$ cat config.mk
export PLATFORM = sky130hd
export DESIGN_NAME = mem_stage
export DESIGN_NICKNAME = d
export VERILOG_FILES = /design/src/source/mem_pkg.sv /design/src/source/mem_stage.sv
export SDC_FILE = /design/constraint.sdc
export NUM_CORES = 1
export LEC_CHECK = 0
export BUFFER_PORTS_ARGS = -buffer_cell sky130_fd_sc_hd__buf_2
export CAP_MARGIN = 10
export CORE_UTILIZATION = 45
export DETAILED_ROUTE_END_ITERATION = 10
export GPL_TIMING_DRIVEN = 1
export HOLD_SLACK_MARGIN = 0.15
export PLACE_DENSITY_LB_ADDON = 0.12
export SYNTH_ARGS = -nofsm -noshare
export SYNTH_HDL_FRONTEND = slang
export SYNTH_SLANG_ARGS = --single-unit
$ cat constraint.sdc
create_clock -name clk -period 7.7 [get_ports clk]
set_clock_uncertainty 0.2 [all_clocks]
set_input_delay 1.155 -clock clk [delete_from_list [all_inputs] [get_ports clk]]
set_output_delay 1.155 -clock clk [all_outputs]
set_load 0.02 [all_outputs]
$ cat src/source/mem_pkg.sv
`default_nettype none

package mem_pkg;

    typedef logic [31:0] word_t;
    typedef logic [31:0] addr_t;
    typedef logic [3:0]  byte_en_t;
    typedef logic [4:0]  reg_idx_t;
    typedef logic [3:0]  mem_op_t;
    typedef logic [5:0]  excp_code_t;
    // Short op tag, checker side
    typedef logic [2:0]  op_t;

    // Loads occupy 1..6, stores 7..10
    localparam mem_op_t OP_LD_B  = 4'd1;
    localparam mem_op_t OP_LD_BU = 4'd2;
    localparam mem_op_t OP_LD_H  = 4'd3;
    localparam mem_op_t OP_LD_HU = 4'd4;
    localparam mem_op_t OP_LD_W  = 4'd5;
    localparam mem_op_t OP_LL    = 4'd6;
    localparam mem_op_t OP_ST_B  = 4'd7;
    localparam mem_op_t OP_ST_H  = 4'd8;
    localparam mem_op_t OP_ST_W  = 4'd9;
    localparam mem_op_t OP_SC    = 4'd10;

    // SRAM request queue depth, equal to the credit pool
    localparam int MEM_CREDITS = 2;
    localparam int CREDIT_W    = $clog2(MEM_CREDITS + 1);
    localparam int QUEUE_AW    = $clog2(MEM_CREDITS);

    // Instructions in flight inside the stage
    localparam int PEND_DEPTH  = 4;
    localparam int PEND_AW     = $clog2(PEND_DEPTH);
    localparam int PEND_CW     = $clog2(PEND_DEPTH + 1);

    // Word address bits of the data SRAM
    localparam int SRAM_AW     = 8;

    // Address misaligned
    localparam excp_code_t EXC_ALE = 6'h09;

endpackage

`default_nettype wire
$ cat src/source/mem_stage.sv
`timescale 1ns/1ps
`default_nettype none

module mem_stage (
    input  logic                clk,
    input  logic                rst_i,
    input  logic                ex_valid_i,
    input  mem_pkg::mem_op_t    ex_op_i,
    input  mem_pkg::addr_t      ex_addr_i,
    input  mem_pkg::word_t      ex_wdata_i,
    input  mem_pkg::reg_idx_t   ex_waddr_i,
    output logic                stall_o,
    output logic                req_valid_o,
    output logic                req_we_o,
    output mem_pkg::addr_t      req_addr_o,
    output mem_pkg::byte_en_t   req_be_o,
    output mem_pkg::word_t      req_data_o,
    input  logic                credit_ret_i,
    input  logic                rsp_valid_i,
    input  mem_pkg::word_t      rsp_data_i,
    input  logic                align_chk_en_i,
    input  logic                llbit_i,
    output logic                ll_set_o,
    output logic                sc_clear_o,
    output logic                wb_valid_o,
    output logic                wb_we_o,
    output mem_pkg::reg_idx_t   wb_waddr_o,
    output mem_pkg::word_t      wb_wdata_o,
    output logic                wb_excp_o,
    output mem_pkg::excp_code_t wb_excp_code_o
);
    import mem_pkg::*;

    logic is_load;
    logic is_store;
    logic is_half;
    logic is_word;
    logic misalign;
    logic sc_fail;
    logic need_mem;
    logic accept;
    logic pend_full;
    logic [CREDIT_W-1:0] credit_cnt;
    logic [PEND_CW-1:0]  pend_cnt;
    logic [PEND_AW-1:0]  wr_ptr;
    logic [PEND_AW-1:0]  rd_ptr;
    word_t lane;
    word_t ld_data;

    // Pending queue payload
    mem_op_t    pq_op    [PEND_DEPTH];
    logic [1:0] pq_lo    [PEND_DEPTH];
    reg_idx_t   pq_waddr [PEND_DEPTH];
    logic       pq_rd    [PEND_DEPTH];
    logic       pq_we    [PEND_DEPTH];
    logic       pq_excp  [PEND_DEPTH];
    logic       pq_one   [PEND_DEPTH];

    always_comb begin
        is_load  = 1'b0;
        is_store = 1'b0;
        is_half  = 1'b0;
        is_word  = 1'b0;
        case (ex_op_i)
            OP_LD_B, OP_LD_BU: is_load = 1'b1;
            OP_LD_H, OP_LD_HU: begin
                is_load = 1'b1;
                is_half = 1'b1;
            end
            OP_LD_W, OP_LL: begin
                is_load = 1'b1;
                is_word = 1'b1;
            end
            OP_ST_B: is_store = 1'b1;
            OP_ST_H: begin
                is_store = 1'b1;
                is_half  = 1'b1;
            end
            OP_ST_W, OP_SC: begin
                is_store = 1'b1;
                is_word  = 1'b1;
            end
            default: ;
        endcase
    end

    assign misalign = (is_half && ex_addr_i[0]) || (is_word && ex_addr_i[1:0] != 2'b00);
    assign sc_fail  = (ex_op_i == OP_SC) && !llbit_i;
    assign need_mem = (is_load || is_store) && !misalign && !sc_fail;

    // Lane strobes, store data copied to every lane
    always_comb begin
        if (is_word) begin
            req_be_o   = 4'b1111;
            req_data_o = ex_wdata_i;
        end else if (is_half) begin
            req_be_o   = ex_addr_i[1] ? 4'b1100 : 4'b0011;
            req_data_o = {2{ex_wdata_i[15:0]}};
        end else begin
            req_be_o   = 4'b0001 << ex_addr_i[1:0];
            req_data_o = {4{ex_wdata_i[7:0]}};
        end
    end

    assign pend_full   = pend_cnt == PEND_CW'(PEND_DEPTH);
    assign stall_o     = ex_valid_i && (pend_full || (need_mem && credit_cnt == '0));
    assign accept      = ex_valid_i && !stall_o;
    assign req_valid_o = accept && need_mem;
    assign req_we_o    = is_store;
    assign req_addr_o  = ex_addr_i;
    assign ll_set_o    = req_valid_o && ex_op_i == OP_LL;
    assign sc_clear_o  = req_valid_o && ex_op_i == OP_SC;

    always_ff @(posedge clk) begin
        if (rst_i) begin
            credit_cnt <= CREDIT_W'(MEM_CREDITS);
        end else begin
            credit_cnt <= credit_cnt - CREDIT_W'(req_valid_o) + CREDIT_W'(credit_ret_i);
        end
    end

    // Outcome is fixed at acceptance
    always_ff @(posedge clk) begin
        if (accept) begin
            pq_op[wr_ptr]    <= ex_op_i;
            pq_lo[wr_ptr]    <= ex_addr_i[1:0];
            pq_waddr[wr_ptr] <= ex_waddr_i;
            pq_rd[wr_ptr]    <= need_mem && is_load;
            pq_excp[wr_ptr]  <= misalign && align_chk_en_i;
            pq_we[wr_ptr]    <= (is_load || ex_op_i == OP_SC) && !misalign
                                || is_load && !align_chk_en_i;
            pq_one[wr_ptr]   <= ex_op_i == OP_SC && llbit_i && !misalign;
        end
    end

    always_ff @(posedge clk) begin
        if (rst_i) begin
            wr_ptr   <= '0;
            rd_ptr   <= '0;
            pend_cnt <= '0;
        end else begin
            if (accept) begin
                wr_ptr <= wr_ptr + 1'b1;
            end
            if (wb_valid_o) begin
                rd_ptr <= rd_ptr + 1'b1;
            end
            pend_cnt <= pend_cnt + PEND_CW'(accept) - PEND_CW'(wb_valid_o);
        end
    end

    // Head waits only on a read
    assign wb_valid_o = pend_cnt != '0 && (!pq_rd[rd_ptr] || rsp_valid_i);

    always_comb begin
        lane = rsp_data_i >> {pq_lo[rd_ptr], 3'b000};
        case (pq_op[rd_ptr])
            OP_LD_B:  ld_data = {{24{lane[7]}}, lane[7:0]};
            OP_LD_BU: ld_data = {24'b0, lane[7:0]};
            OP_LD_H:  ld_data = {{16{lane[15]}}, lane[15:0]};
            OP_LD_HU: ld_data = {16'b0, lane[15:0]};
            default:  ld_data = rsp_data_i;
        endcase
    end

    assign wb_we_o        = pq_we[rd_ptr];
    assign wb_waddr_o     = pq_waddr[rd_ptr];
    assign wb_wdata_o     = pq_rd[rd_ptr] ? ld_data : {31'b0, pq_one[rd_ptr]};
    assign wb_excp_o      = pq_excp[rd_ptr];
    assign wb_excp_code_o = pq_excp[rd_ptr] ? EXC_ALE : '0;

endmodule

`default_nettype wire

**Yosys cells after proc, flatten, opt, wreduce, memory -nomap -nowiden**

Memories as Yosys holds them, arrays and structs flattened. A register that Yosys moved wholly into a read port is not among the register bits.
Index checks and enable logic that the tools add are counted.

- Memories: 7
- Register bits after elaboration: 9
- Bits of input ports: 112
- Bits in writable memories: 60
- Word-level logic and storage cells: 99
- Output and inout bits: 119

Memory list:

| name | depth | bits a word | rd ports | clocked after Yosys merged registers in | write ports | RTL line | text |
|---|---|---|---|---|---|---|---|
| pq_waddr | 4 | 5 | 1 | 1 | 1 | mem_stage.sv:53 | `reg_idx_t pq_waddr [PEND_DEPTH];` |
| pq_op | 4 | 4 | 1 | 1 | 1 | mem_stage.sv:51 | `mem_op_t pq_op [PEND_DEPTH];` |
| pq_lo | 4 | 2 | 1 | 1 | 1 | mem_stage.sv:52 | `logic [1:0] pq_lo [PEND_DEPTH];` |
| pq_excp | 4 | 1 | 1 | 1 | 1 | mem_stage.sv:56 | `logic pq_excp [PEND_DEPTH];` |
| pq_one | 4 | 1 | 1 | 1 | 1 | mem_stage.sv:57 | `logic pq_one [PEND_DEPTH];` |
| pq_rd | 4 | 1 | 1 | 1 | 1 | mem_stage.sv:54 | `logic pq_rd [PEND_DEPTH];` |
| +1 memories | n/a | n/a | n/a | n/a | n/a | n/a |  |

- Reduce and logical (&&, ||, !) cells: 37
- Equal/unequal tests: 15
- Shift operators: 2
- $add $sub $neg: 6
- Mux-type cells: 28

Operator list:

| kind | count |
|---|---|
| $pmux W32 S4 | 1 |
| $mux W32 | 3 |
| $shr A32 B5 Y16 | 1 |
| $mux W2 | 14 |
| $eq A4 B3 Y1 const B | 5 |
| $logic_and A1 B1 Y1 | 18 |
| $eq A4 B2 Y1 const B | 4 |
| $mux W4 | 4 |
| $eq A4 B4 Y1 const B | 3 |
| $eq A4 B1 Y1 const B | 2 |
| $reduce_or A4 Y1 | 2 |
| $logic_not A1 Y1 | 6 |
| $logic_or A1 B1 Y1 | 6 |
| $mux W1 | 6 |
| $reduce_or A6 Y1 | 1 |
| $add A2 B1 Y2 const B | 2 |
| $shl A1 B2 Y4 const A | 1 |
| $add A3 B1 Y3 | 1 |
| $eq A3 B3 Y1 const B | 1 |
| $reduce_bool A3 Y1 | 1 |
| $reduce_or A3 Y1 | 1 |
| $sub A3 B1 Y3 | 1 |
| $add A2 B1 Y2 | 1 |
| $logic_not A2 Y1 | 1 |
| 2 further kinds | 2 |

**Depth between registers and ports, before layout**

- Depth in word-level cells: 16
- Gate-level depth with buffers: 13
- Gate-level depth less buffers: 10

**Worst setup path after synthesis**

No wires, ideal clock.

- Kind: input port to output port
- Start point: in ex_op_i[1]
- End point: out ll_set_o
- Stages on the path: 7
- Data required time: 6.345 ns
- Path slack: 3.581 ns
- Arrival: 2.764 ns
- Buffers on the path: 2
- Cells stage by stage: buf_2 -> o32ai_1 -> a21o_1 -> o221ai_1 -> or3_1 -> clkbuf_1 -> nor3_1

- Cells in the longest elaborated chain, start to end: 15
- Elaborated cells between the ends (all ways): 34
- Classes of those cells: 10 x eq/ne; 4 x mux; 20 x reduce/logical

Ends and longest elaborated chain:

| item | RTL line | text |
|---|---|---|
| start: declaration | mem_stage.sv:8 | `input mem_pkg::mem_op_t ex_op_i,` |
| $eq A4 B3 Y1 (tied with other cells) | mem_stage.sv:64, mem_stage.sv:111 |  |
| $reduce_or A4 Y1 (no source line) or $reduce_or A3 Y1 (tied branches) | n/a |  |
| $mux W1 | mem_stage.sv:64 | `case (ex_op_i)` |
| $logic_and A1 B1 Y1 | mem_stage.sv:87 | `assign misalign = (is_half && ex_addr_i[0]) \|\| (is_word && ex_addr_i[1:0] != 2'b00);` |
| $logic_or A1 B1 Y1 | mem_stage.sv:87 |  |
| $logic_not A1 Y1 | mem_stage.sv:89 | `assign need_mem = (is_load \|\| is_store) && !misalign && !sc_fail;` |
| $logic_and A1 B1 Y1 (2 in a row) | mem_stage.sv:89 |  |
| $logic_and A1 B1 Y1 | mem_stage.sv:106 | `assign stall_o = ex_valid_i && (pend_full \|\| (need_mem && credit_cnt == '0));` |
| $logic_or A1 B1 Y1 | mem_stage.sv:106 |  |
| $logic_and A1 B1 Y1 | mem_stage.sv:106 |  |
| $logic_not A1 Y1 | mem_stage.sv:107 | `assign accept = ex_valid_i && !stall_o;` |
| $logic_and A1 B1 Y1 | mem_stage.sv:107 |  |
| $logic_and A1 B1 Y1 | mem_stage.sv:108 | `assign req_valid_o = accept && need_mem;` |
| $logic_and A1 B1 Y1 * | mem_stage.sv:111 | `assign ll_set_o = req_valid_o && ex_op_i == OP_LL;` |
| end: declaration | mem_stage.sv:23 | `output logic ll_set_o,` |

Every way passes the cells marked *; elsewhere a longest branch is shown, timed or not.

==> impl_metrics.csv <==
group,metric,value,unit
grt,grt_pass1_vias,3314,
worst_setup_path,cp_slowest_cell,"dfxtp_1",
floorplanning,die_w,104,um
worst_setup_path,start_kind,"flip-flop",
grt,grt_overflow,0,
layout,stdcell_count,649,
synth,synth_top_cell_by_area,"edfxtp_1",
min_path,hold_path.class,"reg -> reg",
place,placedCellCount,633,
timing,fin_crit_sh,59.7,%
cts,cts_resized,0,
cts,postCtsSetupRepairBufs,0,
timing,grt_setup_unrepaired,"false",
route,drt_iter0_markers,157,
worst_setup_path,slowest_delay,870,ps
cts,clock_path_buffers,2,
cts,hold_buffers,0,
cts,cts_max_level,3,
synth,synth_area_leaders,"edfxtp_1 (39%), buf_4 (7.6%), mux2i_1 (7.1%), mux4_2 (6.8%), dfxtp_1 (4.7%)",
layout,final_cell_mix,"buf_2 (166), edfxtp_1 (60), nand2_1 (34)",
synth,synth_edf_count,60,
synth,yosys_warnings,0,
synth,synth_cell_types,51,
grt,grt_pass1_wl,16.7,mm
layout,syn2layout_area_growth,16.0,%
synth,ys.flop_type,"edfxtp_1",
cts,cts_buffers,9,
floorplanning,io_pins,231,
synth,yosysSeqAreaShare,43.3,%
worst_setup_path,required,6340,ps
layout,drive_gt1_share,43.6,%
route,via_count,3414,
cts,cts_sinks,71,
route,firstDrtPassIters,4,
timing,tightestPinTransition,1060,ps
layout,n_antenna_cell,0,
worst_setup_path,cp_num_buf_inv,1,
timing,hold_viol,0,
place,place_hpwl,7.88,mm
run,cap_violations,0,
worst_setup_path,crit_family,"multiplexers",
cts,clkTransAtPathRegs,80,ps
place,place_congestion,0.808,
timing,fmax,0.217,GHz
cts,cts_root_buf,"clkbuf_8",
floorplanning,core,9910,um^2
place,port_buffers,166,
cts,clk_latency,340,ps
synth,synth.cell_area,4670,um^2
pwr,p_leak,0.00230,uW
floorplanning,start_util,47.1,%
grt,grt_usage,19.7,%
timing,finalSetupViolations,0,
cts,cts_tree,"built",
synth,yosys.area.top_type_share,38.6,%
synth,async_reset_ff_share,0,%
timing,min_period,4600,ps
worst_setup_path,crit_top_cell,"mux2i_1",
timing,slew_viol_final,0,
pwr,pwr_density_cell,346,nW/um^2
route,wl_per_cell,16.1,um
route,drc,0,
timing,relSlewSlack,27.6,%
worst_setup_path,arrival,3240,ps
timing,finalSetupTns,0,ps
grt,grt_antenna_before_repair,0,
worst_setup_path,crit_type,"reg -> out",
synth,syn_inst,398,
route,ant_nets,0,
worst_setup_path,path_cells,"mux4_2 > mux2i_1 > mux2i_1 > and3b_1 > nor3_4 > a21oi_1 > buf_2",
synth,post_synth.cell_area_avg,11.7,um^2
floorplanning,die-area,10800,um^2
floorplanning,core.rowCount,36,
floorplanning,die_y,104,um
layout,final_common_cell,"buf_2",
worst_setup_path,crit_fanout,20,
pwr,ir_drop,0.141,mV
route,via_per_inst,5.26,
route,wl,10.5,mm
synth,synth_seq_cells,71,
layout,nets,631,
worst_setup_path,endpoint_kind,"output pin",
grt,grt_max_degree,34,
outcome,outcome,"complete, no violations",
[tightest hold or removal path, cell delays in order (launching register included)]
cell     delay, ps
dfxtp_1        330
xor2_1          60
nor2_1         100
[where the power goes]
group	internal [uW]	total, uW	switching, uW
clock	154	298	144
sequential	482	515	32.4
combinational	413	1060	647
[cells in the mapped netlist (all sizes together) (2+ instances only)]
master and n:
nor3 4, ha 7, or3 2, xnor2 7
o21bai 2, nor2 22, nand2 34, inv 10
mux2i 33, o221ai 2, nand2b 4, edfxtp 60
xor2 2, dfxtp 11, o21ai 27, o21a 16
clkbuf 8, a21oi 14, a21o 4, mux4 21
mux2 17, buf 62, and2 6, nor2b 6
[sequential cells by signal, indices dropped and copies added (netlist names), named ones only]
register    count
pq_waddr       20
pq_op          16
pq_lo           8
pq_excp         4
pq_one          4
pq_rd           4
pq_we           4
pend_cnt        3
credit_cnt      2
rd_ptr          2
wr_ptr          2
[layout make-up]
class                   count  area, um^2
flip-flops and latches     71        2020
inverters                  10        37.5
multi-input cells         250        2130
repair buffers            169         853
clock buffers               9         124
clock inverters             7        80.1
fillers                   894        4490
well taps                 133         166
[routing by layer]
metal	wire [um]	global-route usage (%)	vias up	share of wire, %
met3	659	3.76	17	6.3
met2	5200	34.3	159	50
met1	4340	23.8	1595	41
li1	-	-	1643	-
met4	274	8.47	0	2.6
met5	0	0	-	0
[cells by family after synthesis]
family / count (synthesis) / synth area share, %
other: 1 / 0.0803
AOI/OAI and AO/OA: 74 / 10.4
xor gates and xnor gates: 9 / 1.85
and+or+nand+nor: 84 / 8.84
muxes: 71 / 21.9
adders and majority gates: 8 / 2.30
buffers and inverters: 80 / 11.3
DFF: 71 / 43.3
[per-stage QoR]
step                      worst slack, ps  instance area [um^2]  hold slack (ps)  util [%]  total power, uW
final                                3100                  5420              340      54.7             1870
after global routing                 2830                  5420              403      54.7             2000
after CTS                            3030                  5420              351      54.7             1890
after detailed placement             3370                  5210              328      52.6             1580
after global placement               3400                  5210              304      52.6             1570
after floorplan                      3580                  4680              285         -             1370
[worst paths after layout]
kind / startpoint / endpoint / slack [ps] / cells past startpoint
worst max-delay path: flip-flop / wb_wdata_o[8] / 3100 / 7
worst min-delay path: rd_ptr[1]$_SDFFE_PP0P_ / flip-flop / 340 / 2
worst max register to register: flip-flop / pend_cnt[2]$_SDFF_PP0_ / 4250 / 10
worst min register to register: rd_ptr[1]$_SDFFE_PP0P_ / flip-flop / 340 / 2
(Power assumes the default switching activity.)
